$ cat src/rtl/ldqPkg.sv
package ldqPkg;

  // line address, one bank bit per bank, instruction tag
  localparam int ADDR_W = 36;
  localparam int BANK_W = 32;
  localparam int II_W = 10;

  // position within the group sits in the low tag bits
  localparam int II_POS_W = 4;
  localparam int II_GRP_W = II_W - II_POS_W;

  typedef logic [ADDR_W-1:0] lineAddrT;
  typedef logic [BANK_W-1:0] bankMaskT;
  typedef logic [II_W-1:0] iiTagT;

  // group part of a tag
  function automatic logic [II_GRP_W-1:0] iiGroup(input iiTagT tag);
    iiGroup = tag[II_W-1:II_POS_W];
  endfunction

  // position part of a tag
  function automatic logic [II_POS_W-1:0] iiPos(input iiTagT tag);
    iiPos = tag[II_POS_W-1:0];
  endfunction

endpackage

$ cat src/rtl/ldqEntry.sv
`timescale 1ns/1ps

module ldqEntry import ldqPkg::*; (
  input  logic     clk,
  input  logic     rst,
  input  logic     flush,

  input  logic     alloc,
  input  lineAddrT insAddr,
  input  bankMaskT insBanks,
  input  iiTagT    insII,

  input  logic     chkEn,
  input  lineAddrT chkAddr,
  input  bankMaskT chkBanks,
  input  iiTagT    chkII,

  input  logic     retEn,
  input  iiTagT    retII,

  output logic     free,
  output logic     retMatch,
  output logic     conflNext
);

  // stored load
  lineAddrT addr;
  bankMaskT banks;
  iiTagT    tag;

  logic valid;
  logic confl;

  logic addrEq;
  logic bankOverlap;
  logic sameGroup;
  logic olderInGroup;
  logic chkHit;

  always_ff @(posedge clk) begin
    if (alloc) begin
      addr  <= insAddr;
      banks <= insBanks;
      tag   <= insII;
    end
  end

  // store overlap test
  assign addrEq      = (addr == chkAddr);
  assign bankOverlap = |(banks & chkBanks);

  // a load earlier in the store's own group is not hit
  assign sameGroup    = (iiGroup(tag) == iiGroup(chkII));
  assign olderInGroup = sameGroup && (iiPos(tag) < iiPos(chkII));

  assign chkHit = valid && chkEn && addrEq && bankOverlap && !olderInGroup;

  // retire lookup
  assign retMatch = valid && retEn && (tag == retII);

  // includes a check arriving on the retire edge
  assign conflNext = retMatch && (confl || chkHit);

  assign free = !valid;

  always_ff @(posedge clk) begin
    if (rst) begin
      valid <= 1'b0;
      confl <= 1'b0;
    end else if (flush) begin
      valid <= 1'b0;
      confl <= 1'b0;
    end else if (alloc) begin
      // only a free entry is granted, so no retire or check can collide here
      valid <= 1'b1;
      confl <= 1'b0;
    end else begin
      if (chkHit) begin
        confl <= 1'b1;
      end
      if (retMatch) begin
        valid <= 1'b0;
      end
    end
  end

endmodule

$ cat src/rtl/ldqArray.sv
`timescale 1ns/1ps

module ldqArray import ldqPkg::*; #(
  parameter int ENTRY_COUNT = 16
) (
  input  logic                   clk,
  input  logic                   rst,
  input  logic                   flush,

  input  logic [ENTRY_COUNT-1:0] grant,
  input  lineAddrT               insAddr,
  input  bankMaskT               insBanks,
  input  iiTagT                  insII,

  input  logic                   chkEn,
  input  lineAddrT               chkAddr,
  input  bankMaskT               chkBanks,
  input  iiTagT                  chkII,

  input  logic                   retEn,
  input  iiTagT                  retII,

  output logic [ENTRY_COUNT-1:0] freeVec,
  output logic                   retHit,
  output logic                   retValid,
  output logic                   retConfl
);

  logic [ENTRY_COUNT-1:0] matchVec;
  logic [ENTRY_COUNT-1:0] conflVec;
  logic                   conflAny;

  for (genvar i = 0; i < ENTRY_COUNT; i++) begin : genEntry
    ldqEntry entry (
      .clk       (clk),
      .rst       (rst),
      .flush     (flush),
      .alloc     (grant[i]),
      .insAddr   (insAddr),
      .insBanks  (insBanks),
      .insII     (insII),
      .chkEn     (chkEn),
      .chkAddr   (chkAddr),
      .chkBanks  (chkBanks),
      .chkII     (chkII),
      .retEn     (retEn),
      .retII     (retII),
      .free      (freeVec[i]),
      .retMatch  (matchVec[i]),
      .conflNext (conflVec[i])
    );
  end

  // tags are unique, so at most one entry answers
  assign retHit   = |matchVec;
  assign conflAny = |conflVec;

  always_ff @(posedge clk) begin
    if (rst) begin
      retValid <= 1'b0;
      retConfl <= 1'b0;
    end else if (flush) begin
      // flush wins over a retire on the same edge
      retValid <= 1'b0;
      retConfl <= 1'b0;
    end else begin
      retValid <= retHit;
      retConfl <= conflAny;
    end
  end

endmodule

$ cat src/rtl/ldqAlloc.sv
`timescale 1ns/1ps

module ldqAlloc import ldqPkg::*; #(
  parameter int ENTRY_COUNT = 16,
  parameter int STALL_CNT   = ENTRY_COUNT - 2
) (
  input  logic                   clk,
  input  logic                   rst,
  input  logic                   flush,

  input  logic                   insEn,
  input  logic [ENTRY_COUNT-1:0] freeVec,
  input  logic                   retHit,

  output logic [ENTRY_COUNT-1:0] grant,
  output logic                   insReady
);

  localparam int CNT_W = $clog2(ENTRY_COUNT + 1);

  logic [CNT_W-1:0]       count;
  logic [ENTRY_COUNT-1:0] firstFree;
  logic                   anyFree;
  logic                   accept;

  // lowest free entry, one-hot
  always_comb begin
    logic found;
    found = 1'b0;
    firstFree = '0;
    for (int i = 0; i < ENTRY_COUNT; i++) begin
      if (freeVec[i] && !found) begin
        firstFree[i] = 1'b1;
        found = 1'b1;
      end
    end
  end

  assign anyFree = |freeVec;

  // back-pressure near full
  assign insReady = anyFree && (count < CNT_W'(STALL_CNT));

  assign accept = insEn && insReady;
  assign grant  = accept ? firstFree : '0;

  // occupancy
  always_ff @(posedge clk) begin
    if (rst) begin
      count <= '0;
    end else if (flush) begin
      count <= '0;
    end else begin
      case ({accept, retHit})
        2'b10:   count <= count + 1'b1;
        2'b01:   count <= count - 1'b1;
        default: count <= count;
      endcase
    end
  end

endmodule

$ cat src/rtl/ldqTop.sv
`timescale 1ns/1ps

module ldqTop import ldqPkg::*; #(
  parameter int ENTRY_COUNT = 16,
  parameter int STALL_CNT   = ENTRY_COUNT - 2
) (
  input  logic     clk,
  input  logic     rst,

  // load insert
  input  logic     insEn,
  input  lineAddrT insAddr,
  input  bankMaskT insBanks,
  input  iiTagT    insII,
  output logic     insReady,

  // store address check
  input  logic     chkEn,
  input  lineAddrT chkAddr,
  input  bankMaskT chkBanks,
  input  iiTagT    chkII,

  // load retire
  input  logic     retEn,
  input  iiTagT    retII,
  output logic     retValid,
  output logic     retConfl,

  input  logic     flush
);

  logic [ENTRY_COUNT-1:0] grant;
  logic [ENTRY_COUNT-1:0] freeVec;
  logic                   retHit;

  ldqAlloc #(
    .ENTRY_COUNT (ENTRY_COUNT),
    .STALL_CNT   (STALL_CNT)
  ) alloc (
    .clk      (clk),
    .rst      (rst),
    .flush    (flush),
    .insEn    (insEn),
    .freeVec  (freeVec),
    .retHit   (retHit),
    .grant    (grant),
    .insReady (insReady)
  );

  ldqArray #(
    .ENTRY_COUNT (ENTRY_COUNT)
  ) array (
    .clk      (clk),
    .rst      (rst),
    .flush    (flush),
    .grant    (grant),
    .insAddr  (insAddr),
    .insBanks (insBanks),
    .insII    (insII),
    .chkEn    (chkEn),
    .chkAddr  (chkAddr),
    .chkBanks (chkBanks),
    .chkII    (chkII),
    .retEn    (retEn),
    .retII    (retII),
    .freeVec  (freeVec),
    .retHit   (retHit),
    .retValid (retValid),
    .retConfl (retConfl)
  );

endmodule

$ cat config.mk
export PLATFORM = sky130hd
export DESIGN_NAME = ldqTop
export DESIGN_NICKNAME = d
export VERILOG_FILES = /design/src/rtl/ldqPkg.sv /design/src/rtl/ldqEntry.sv /design/src/rtl/ldqArray.sv /design/src/rtl/ldqAlloc.sv /design/src/rtl/ldqTop.sv
export SDC_FILE = /design/constraint.sdc
export NUM_CORES = 2
export LEC_CHECK = 0
export BUFFER_PORTS_ARGS = -buffer_cell sky130_fd_sc_hd__buf_4
export CAP_MARGIN = 20
export CORE_MARGIN = 4
export CORE_UTILIZATION = 42
export DETAILED_ROUTE_END_ITERATION = 12
export PLACE_DENSITY = 0.6
export RECOVER_POWER = 100
export SKIP_CTS_REPAIR_TIMING = 1
export SLEW_MARGIN = 20
export SYNTH_ARGS = -nofsm -noshare
export SYNTH_HDL_FRONTEND = slang
export SYNTH_HIERARCHICAL = 1
export SYNTH_SLANG_ARGS = --single-unit
$ cat constraint.sdc
create_clock -name clk -period 8.1 [get_ports clk]
set_input_delay 0.405 -clock clk [delete_from_list [all_inputs] [get_ports clk]]
set_output_delay 0.405 -clock clk [all_outputs]
set_load 0.1 [all_outputs]
* Yosys cells after proc, flatten, opt, wreduce, memory -nomap -nowiden
Index checks and enable logic that the tools add are counted.
Cells by class: muxes and demuxes 64, add/sub/neg operators 2, bitwise logic cells 16, magnitude comparators 17, equality and inequality tests 50, reduce and logical (&&, ||, !) cells 260
Operator list (count):
- 36-bit == test | 16
- 32-bit AND | 16
- 32-bit OR reduction | 16
- 10-bit == test | 16
- 1-bit logical AND | 145
- 6-bit == test | 16
- 4-bit < comparator | 16
- 1-bit two-way mux | 62
- 16-bit OR reduction | 3
- 3-bit OR reduction | 16
- 1-bit logical NOT | 46
- 2-bit nonzero test | 17
- 1-bit logical OR | 16
- 16-bit two-way mux | 1
- 5-bit case mux with 2 select lines | 1
- 5-bit by 1-bit adder with 5-bit output (second input constant) | 1
- 5-bit by 4-bit < comparator with 1-bit output (second input constant) | 1
- 5-bit by 1-bit subtractor with 5-bit output (second input constant) | 1
- 2-bit by 1-bit == test with 1-bit output (second input constant) | 1
- 2-bit == test (second input constant) | 1
- 2-bit OR reduction | 1
Word-level totals: output and inout port bits 3, logic and storage cells 492, register bits after elaboration 1287

* Depth between registers and ports, before layout
depth after elaboration 47, gate-level depth with buffers 14

* Cells and area by module
Netlist, hierarchy kept.
By module, submodules not included:
- ldqEntry at array.genEntry[10].entry ... | seq. area each 2382.3 µm², instances 15, cells an instance 199, area an instance 3298.2 µm²
- ldqEntry at array.genEntry[0].entry | seq. area each 2382.3 µm², instances 1, cells an instance 190, area an instance 3256.9 µm²
- ldqAlloc | seq. area each 100.1 µm², instances 1, cells an instance 75, area an instance 571.8 µm²
- ldqArray | seq. area each 40.0 µm², instances 1, cells an instance 14, area an instance 171.4 µm²

* Worst setup path before layout
No wires, ideal clock.
path type reg2reg, from reg alloc.count[1], to reg array.genEntry[1].entry.confl, slack 0.943 ns, cell stages (with the launch flop) 6, required time 7.974 ns, data arrival time 7.031 ns, clock period less this slack 7.157 ns, library setup time 0.126 ns, path through dfxtp_1 > a31oi_1 > nand2_2 > nor3b_1 > or3_1 > nor4_1
Between the ends: word-level cells in the longest chain between the ends 5
RTL lines:
- start, declared | line ldqAlloc.sv:21 | logic [CNT_W-1:0] count;
- start signal, assigned | line ldqAlloc.sv:55 | 2'b10: count <= count + 1'b1;
- start signal, assigned | line ldqAlloc.sv:56 | 2'b01: count <= count - 1'b1;
- start signal, assigned | line ldqAlloc.sv:57 | default: count <= count;
- 5-bit by 4-bit < comparator with 1-bit output | line ldqAlloc.sv:42 | assign insReady = anyFree && (count < CNT_W'(STALL_CNT));
- 1-bit logical AND | line ldqAlloc.sv:42
- 1-bit logical AND | line ldqAlloc.sv:44 | assign accept = insEn && insReady;
- 16-bit two-way mux | line ldqAlloc.sv:45 | assign grant = accept ? firstFree : '0;
- net grant[1] | line ldqTop.sv:32 | logic [ENTRY_COUNT-1:0] grant;
- 3-bit OR reduction (no line)
- end signal, assigned | line ldqEntry.sv:72 | confl <= 1'b0;
- end signal, assigned | line ldqEntry.sv:76 | confl <= 1'b0;
- end signal, assigned | line ldqEntry.sv:79 | confl <= 1'b1;
- end, declared | line ldqEntry.sv:32 | logic confl;
The timed path passes the listed nets, and every way through them passes these cells. A chain may end at the register's enable or synchronous reset.

* Final worst setup path
from reg array.genEntry[0].entry.valid, to reg array.genEntry[10].entry.addr[25], enable pin
RTL lines:
- start, declared | line ldqEntry.sv:31 | logic valid;
- start signal, assigned | line ldqEntry.sv:68 | valid <= 1'b0;
- start signal, assigned | line ldqEntry.sv:71 | valid <= 1'b0;
- start signal, assigned | line ldqEntry.sv:75 | valid <= 1'b1;
- 1-bit logical NOT | line ldqEntry.sv:64 | assign free = !valid;
- net freeVec[0] | line ldqTop.sv:33 | logic [ENTRY_COUNT-1:0] freeVec;
- 16-bit OR reduction | line ldqAlloc.sv:39 | assign anyFree = |freeVec;
- 1-bit logical AND | line ldqAlloc.sv:42
- 1-bit logical AND | line ldqAlloc.sv:44
- 16-bit two-way mux | line ldqAlloc.sv:45
- net grant[10] | line ldqTop.sv:32
- end signal, assigned | line ldqEntry.sv:42 | addr <= insAddr;
- end, declared | line ldqEntry.sv:27 | lineAddrT addr;
The timed path passes the listed nets, and every way through them passes these cells.

==> reports/results.txt <==
At the worst endpoint, the required time is 8.49 ns. Dividing the detail-routed via count by the number of cells gives 5.66. The worst slack at placement came out at 4.57 ns. TritonCTS created 141 clock buffers. Share of the clock period used by the worst path: 0.654. Combined global-route utilization of all metal layers: 0.223. Dominant cell type by area after synthesis: sky130_fd_sc_hd__edfxtp_1.

The basic-gate share of the synthesized area counting and, or, nand and nor cells was 0.0658. After synthesis, the largest family of logic cells by area is XOR/XNOR gates. The logs give 6 for the number of detailed-route iterations in the first pass and 0.488 for the final design utilization. TritonCTS built the clock tree.

The most common cell in the synthesized netlist is sky130_fd_sc_hd__edfxtp_1. The adder-cell share of the synthesized area was 0.0125. Along the worst path, the maximum fanout reaches 41. The congestion estimate from routability-driven global placement came to 0.855. At the later pin of the worst-skew pair, clock insertion delay measures 0.76 ns.

The number of placed instances, taps included, is 5111. Overall power consumption after layout is estimated at 14.3 mW. Effective utilization at floorplan: 0.424. The run gives 130 as the placement row count. The tightest min-delay check is of the in -> reg type. Prevailing post-synth register cell: sky130_fd_sc_hd__edfxtp_1. The proportion of netlist area held by the largest area contributor was 0.701. Setup slack on the critical path of the routed design comes to 2.80 ns. For the core outline area, the log shows 126000 sq um.

After synthesis, the most frequently instantiated cells are 1248 x sky130_fd_sc_hd__edfxtp_1, 390 x sky130_fd_sc_hd__xor2_1, 323 x sky130_fd_sc_hd__xnor2_1. The first global-routing pass estimated 214000 um of wire. The finished layout holds 5408 standard cells, fillers aside. The sequential fraction of the synthesis area was 0.715; the mux share of post-synthesis cell area was 0.000374. Setup repair after global routing left no endpoint under its margin. The fraction of layout cells with a size suffix above 1 was 0.111; the instance count of the mapped netlist was 3264.

The number of cell instances on the worst register-to-register path was 6; the synthesized netlist net count was 3489. The run gives 81 as the pin count of the biggest net entering global routing. After detailed routing, the average wire length per cell comes to 27.8 um.

Yosys mapped the design onto 47 distinct sky130hd cell types. For this design the static power due to leakage is 20.1 nW. The number of warning messages in the yosys log was 6; the number of cells on the worst hold path was 2. CTS built an H-tree with a depth of 4. The via count of the first global-routing pass is 30100, and the cell area power density is 232 nW/um^2. Averaged over all synthesized cells, the footprint is 16.4 sq um. The run gives 400 as the max-slew violation total from the final report. The parity-gate share of the synthesized area counting xor and xnor cells was 0.117; the number of maximum-capacitance violations was 11.

In this run the cell area of the synthesized design comes to 53500 sq um. In this run, synthesis produced a sequential element count of 1287. For the final routed database, the setup TNS stands at 0 ns.

Clock-pin slew was measured on the worst setup and hold paths at 0.05 ns. The flow ran to the end, but the final reports show violations. By area the synthesized netlist is led by sky130_fd_sc_hd__edfxtp_1 70%, sky130_fd_sc_hd__xor2_1 6.4%, sky130_fd_sc_hd__xnor2_1 5.3%. Post-detailed-routing wire length: 150000 um. The cell sitting at the root of the clock tree is a sky130_fd_sc_hd__clkbuf_16. After filler insertion, the fill cell instance count of the layout stands at 10700.

Post-DP HPWL: 92800 um. No sink is reached through more buffers than the 3 on the longest clock path. After the first detailed-routing iteration, the DRC count stood at 2654.

175 I/O pins were placed. The checks that failed: max-capacitance violations, max-slew violations. On the final layout, the worst clock skew is 0.0301 ns. The logs give 3869 for the layout net count and 11 for the initial antenna violation count. Data arrives at the worst endpoint at 5.69 ns.

The x dimension of the die was 365 um. At the pin with the least slew margin, the transition time is 3.85 ns. The logs give 0 for the number of remaining DRC errors and 133000 sq um for the area of the die. The headroom to the max-slew limit was -1.57. The clock net in this run drives a total of 1287 sinks. Derived from the worst setup path, the maximum achievable clock frequency is 189 MHz. The kind of capture point of the worst setup path is a flip-flop. The final route contains 30600 vias. In this run the remaining antenna-violating nets after routing total 0.

The clock period could shrink to 5.30 ns. The fraction of the mapped netlist area in compound gates was 0.0756; the number of enable-type register cells in the synthesized netlist was 1248. Setup violations remaining at the end of the flow were counted as 0.

Largest voltage drop on the vdd net: 0.000215 V. The floorplan step set the die height to 365 um. The final count of hold timing violations is 0.

The layout overhead on the synthesized area is 15.1%. STA classifies the critical path startpoint as a flip-flop. Port buffering added 174 buffers. The share of synthesized registers carrying an async set or reset came out at 0. The kind of critical path is reg -> reg. The total overflow reported by the global router came out at 0.
critical path: stages, from the launching register on:
cell and delay (ns):
sky130_fd_sc_hd__dfxtp_1 0.49, sky130_fd_sc_hd__inv_1 0.14, sky130_fd_sc_hd__nor3_1 0.25, sky130_fd_sc_hd__nand3b_2 0.15, sky130_fd_sc_hd__nor3_1 0.22, sky130_fd_sc_hd__and2_0 2.79
sky130_fd_sc_hd__buf_4 0.85
worst paths after layout:
check | start | endpoint | slack [ns]
max reg2reg | array/genEntry[0].entry/valid | array/genEntry[10].entry/addr[25] | 2.80
min reg2reg | alloc/count[4] | alloc/count[4] | 0.49
min | rst | array/genEntry[2].entry/valid | 0.16
max | array/genEntry[0].entry/valid | array/genEntry[10].entry/addr[25] | 2.80
cell type report:
cell class	instances	area (sq um)	share of cell area
flip-flops and latches	1287	38300	0.622
multi-input cells	1786	14500	0.236
clock buffers	188	3790	0.0616
well taps	1650	2060	0.0335
repair buffers	238	1590	0.0258
inverters	190	713	0.0116
clock inverters	64	606	0.00984
diodes	5	12.5	0.000203
through the flow:
stage | hold WS, ns | cell area (sq um)
floorplan | 0.446 | 53500
global placement | 0.461 | 57100
detailed placement | 0.475 | 57100
CTS | -0.0769 | 61500
global route | 0.132 | 61500
finish | 0.163 | 61500
state kept, by name, indices dropped and copies added, names as in the netlist:
signal,count
array/genEntry.entry/banks,512
array/genEntry.entry/confl,16
alloc/count,5
array/genEntry.entry/valid,16
array/retConfl,1
array/genEntry.entry/addr,576
array/retValid,1
array/genEntry.entry/tag,160
placed cells by master (no fill, tap or decap), types with 23 or more instances in the layout:
cell type                       netlist  final
sky130_fd_sc_hd__a21o_1              32     32
sky130_fd_sc_hd__a21oi_1             36     36
sky130_fd_sc_hd__a22oi_1            226    226
sky130_fd_sc_hd__a22oi_2             30     30
sky130_fd_sc_hd__buf_4                0    110
sky130_fd_sc_hd__clkbuf_1             1    126
sky130_fd_sc_hd__clkbuf_16            0    144
sky130_fd_sc_hd__clkinv_2             0     24
sky130_fd_sc_hd__dfxtp_1             39     39
sky130_fd_sc_hd__dlygate4sd3_1        0     40
sky130_fd_sc_hd__edfxtp_1          1248   1248
sky130_fd_sc_hd__ha_1                52     52
sky130_fd_sc_hd__inv_1              190    190
sky130_fd_sc_hd__nand2_1             32     33
sky130_fd_sc_hd__nand2b_1            32     32
sky130_fd_sc_hd__nand3_1             48     48
sky130_fd_sc_hd__nand4_1            118    118
sky130_fd_sc_hd__nor3_1              65     65
sky130_fd_sc_hd__nor4_1             128    124
sky130_fd_sc_hd__nor4_2              19     23
sky130_fd_sc_hd__o22ai_1             45     45
sky130_fd_sc_hd__xnor2_1            323    323
sky130_fd_sc_hd__xor2_1             390    390
kinds of logic (layout without fill, tap and decap cells):
kind of cell / after synthesis / after routing
AOI/OAI and AO/OA: 466 / 466
xor gates and xnor gates: 713 / 713
adders and majority gates: 53 / 53
buffers and inverters: 191 / 680
DFF: 1287 / 1287
muxes: 2 / 2
other: 0 / 5
and+or+nand+nor: 552 / 552
per-layer routing:
metal / GRT usage / routed length (um) / vias up
met5: 0 / 51 / -
met4: 0.0722 / 4510 / 6
met3: 0.0433 / 10700 / 230
li1: - / - / 13600
met1: 0.304 / 63100 / 15700
met2: 0.364 / 71700 / 1131
report_power, final:
group          internal, mW  switching, mW
clock                  3.53           2.61
combinational         0.232          0.531
sequential             7.34         0.0135
total                  11.1           3.16
(Power assumes the default switching activity.)
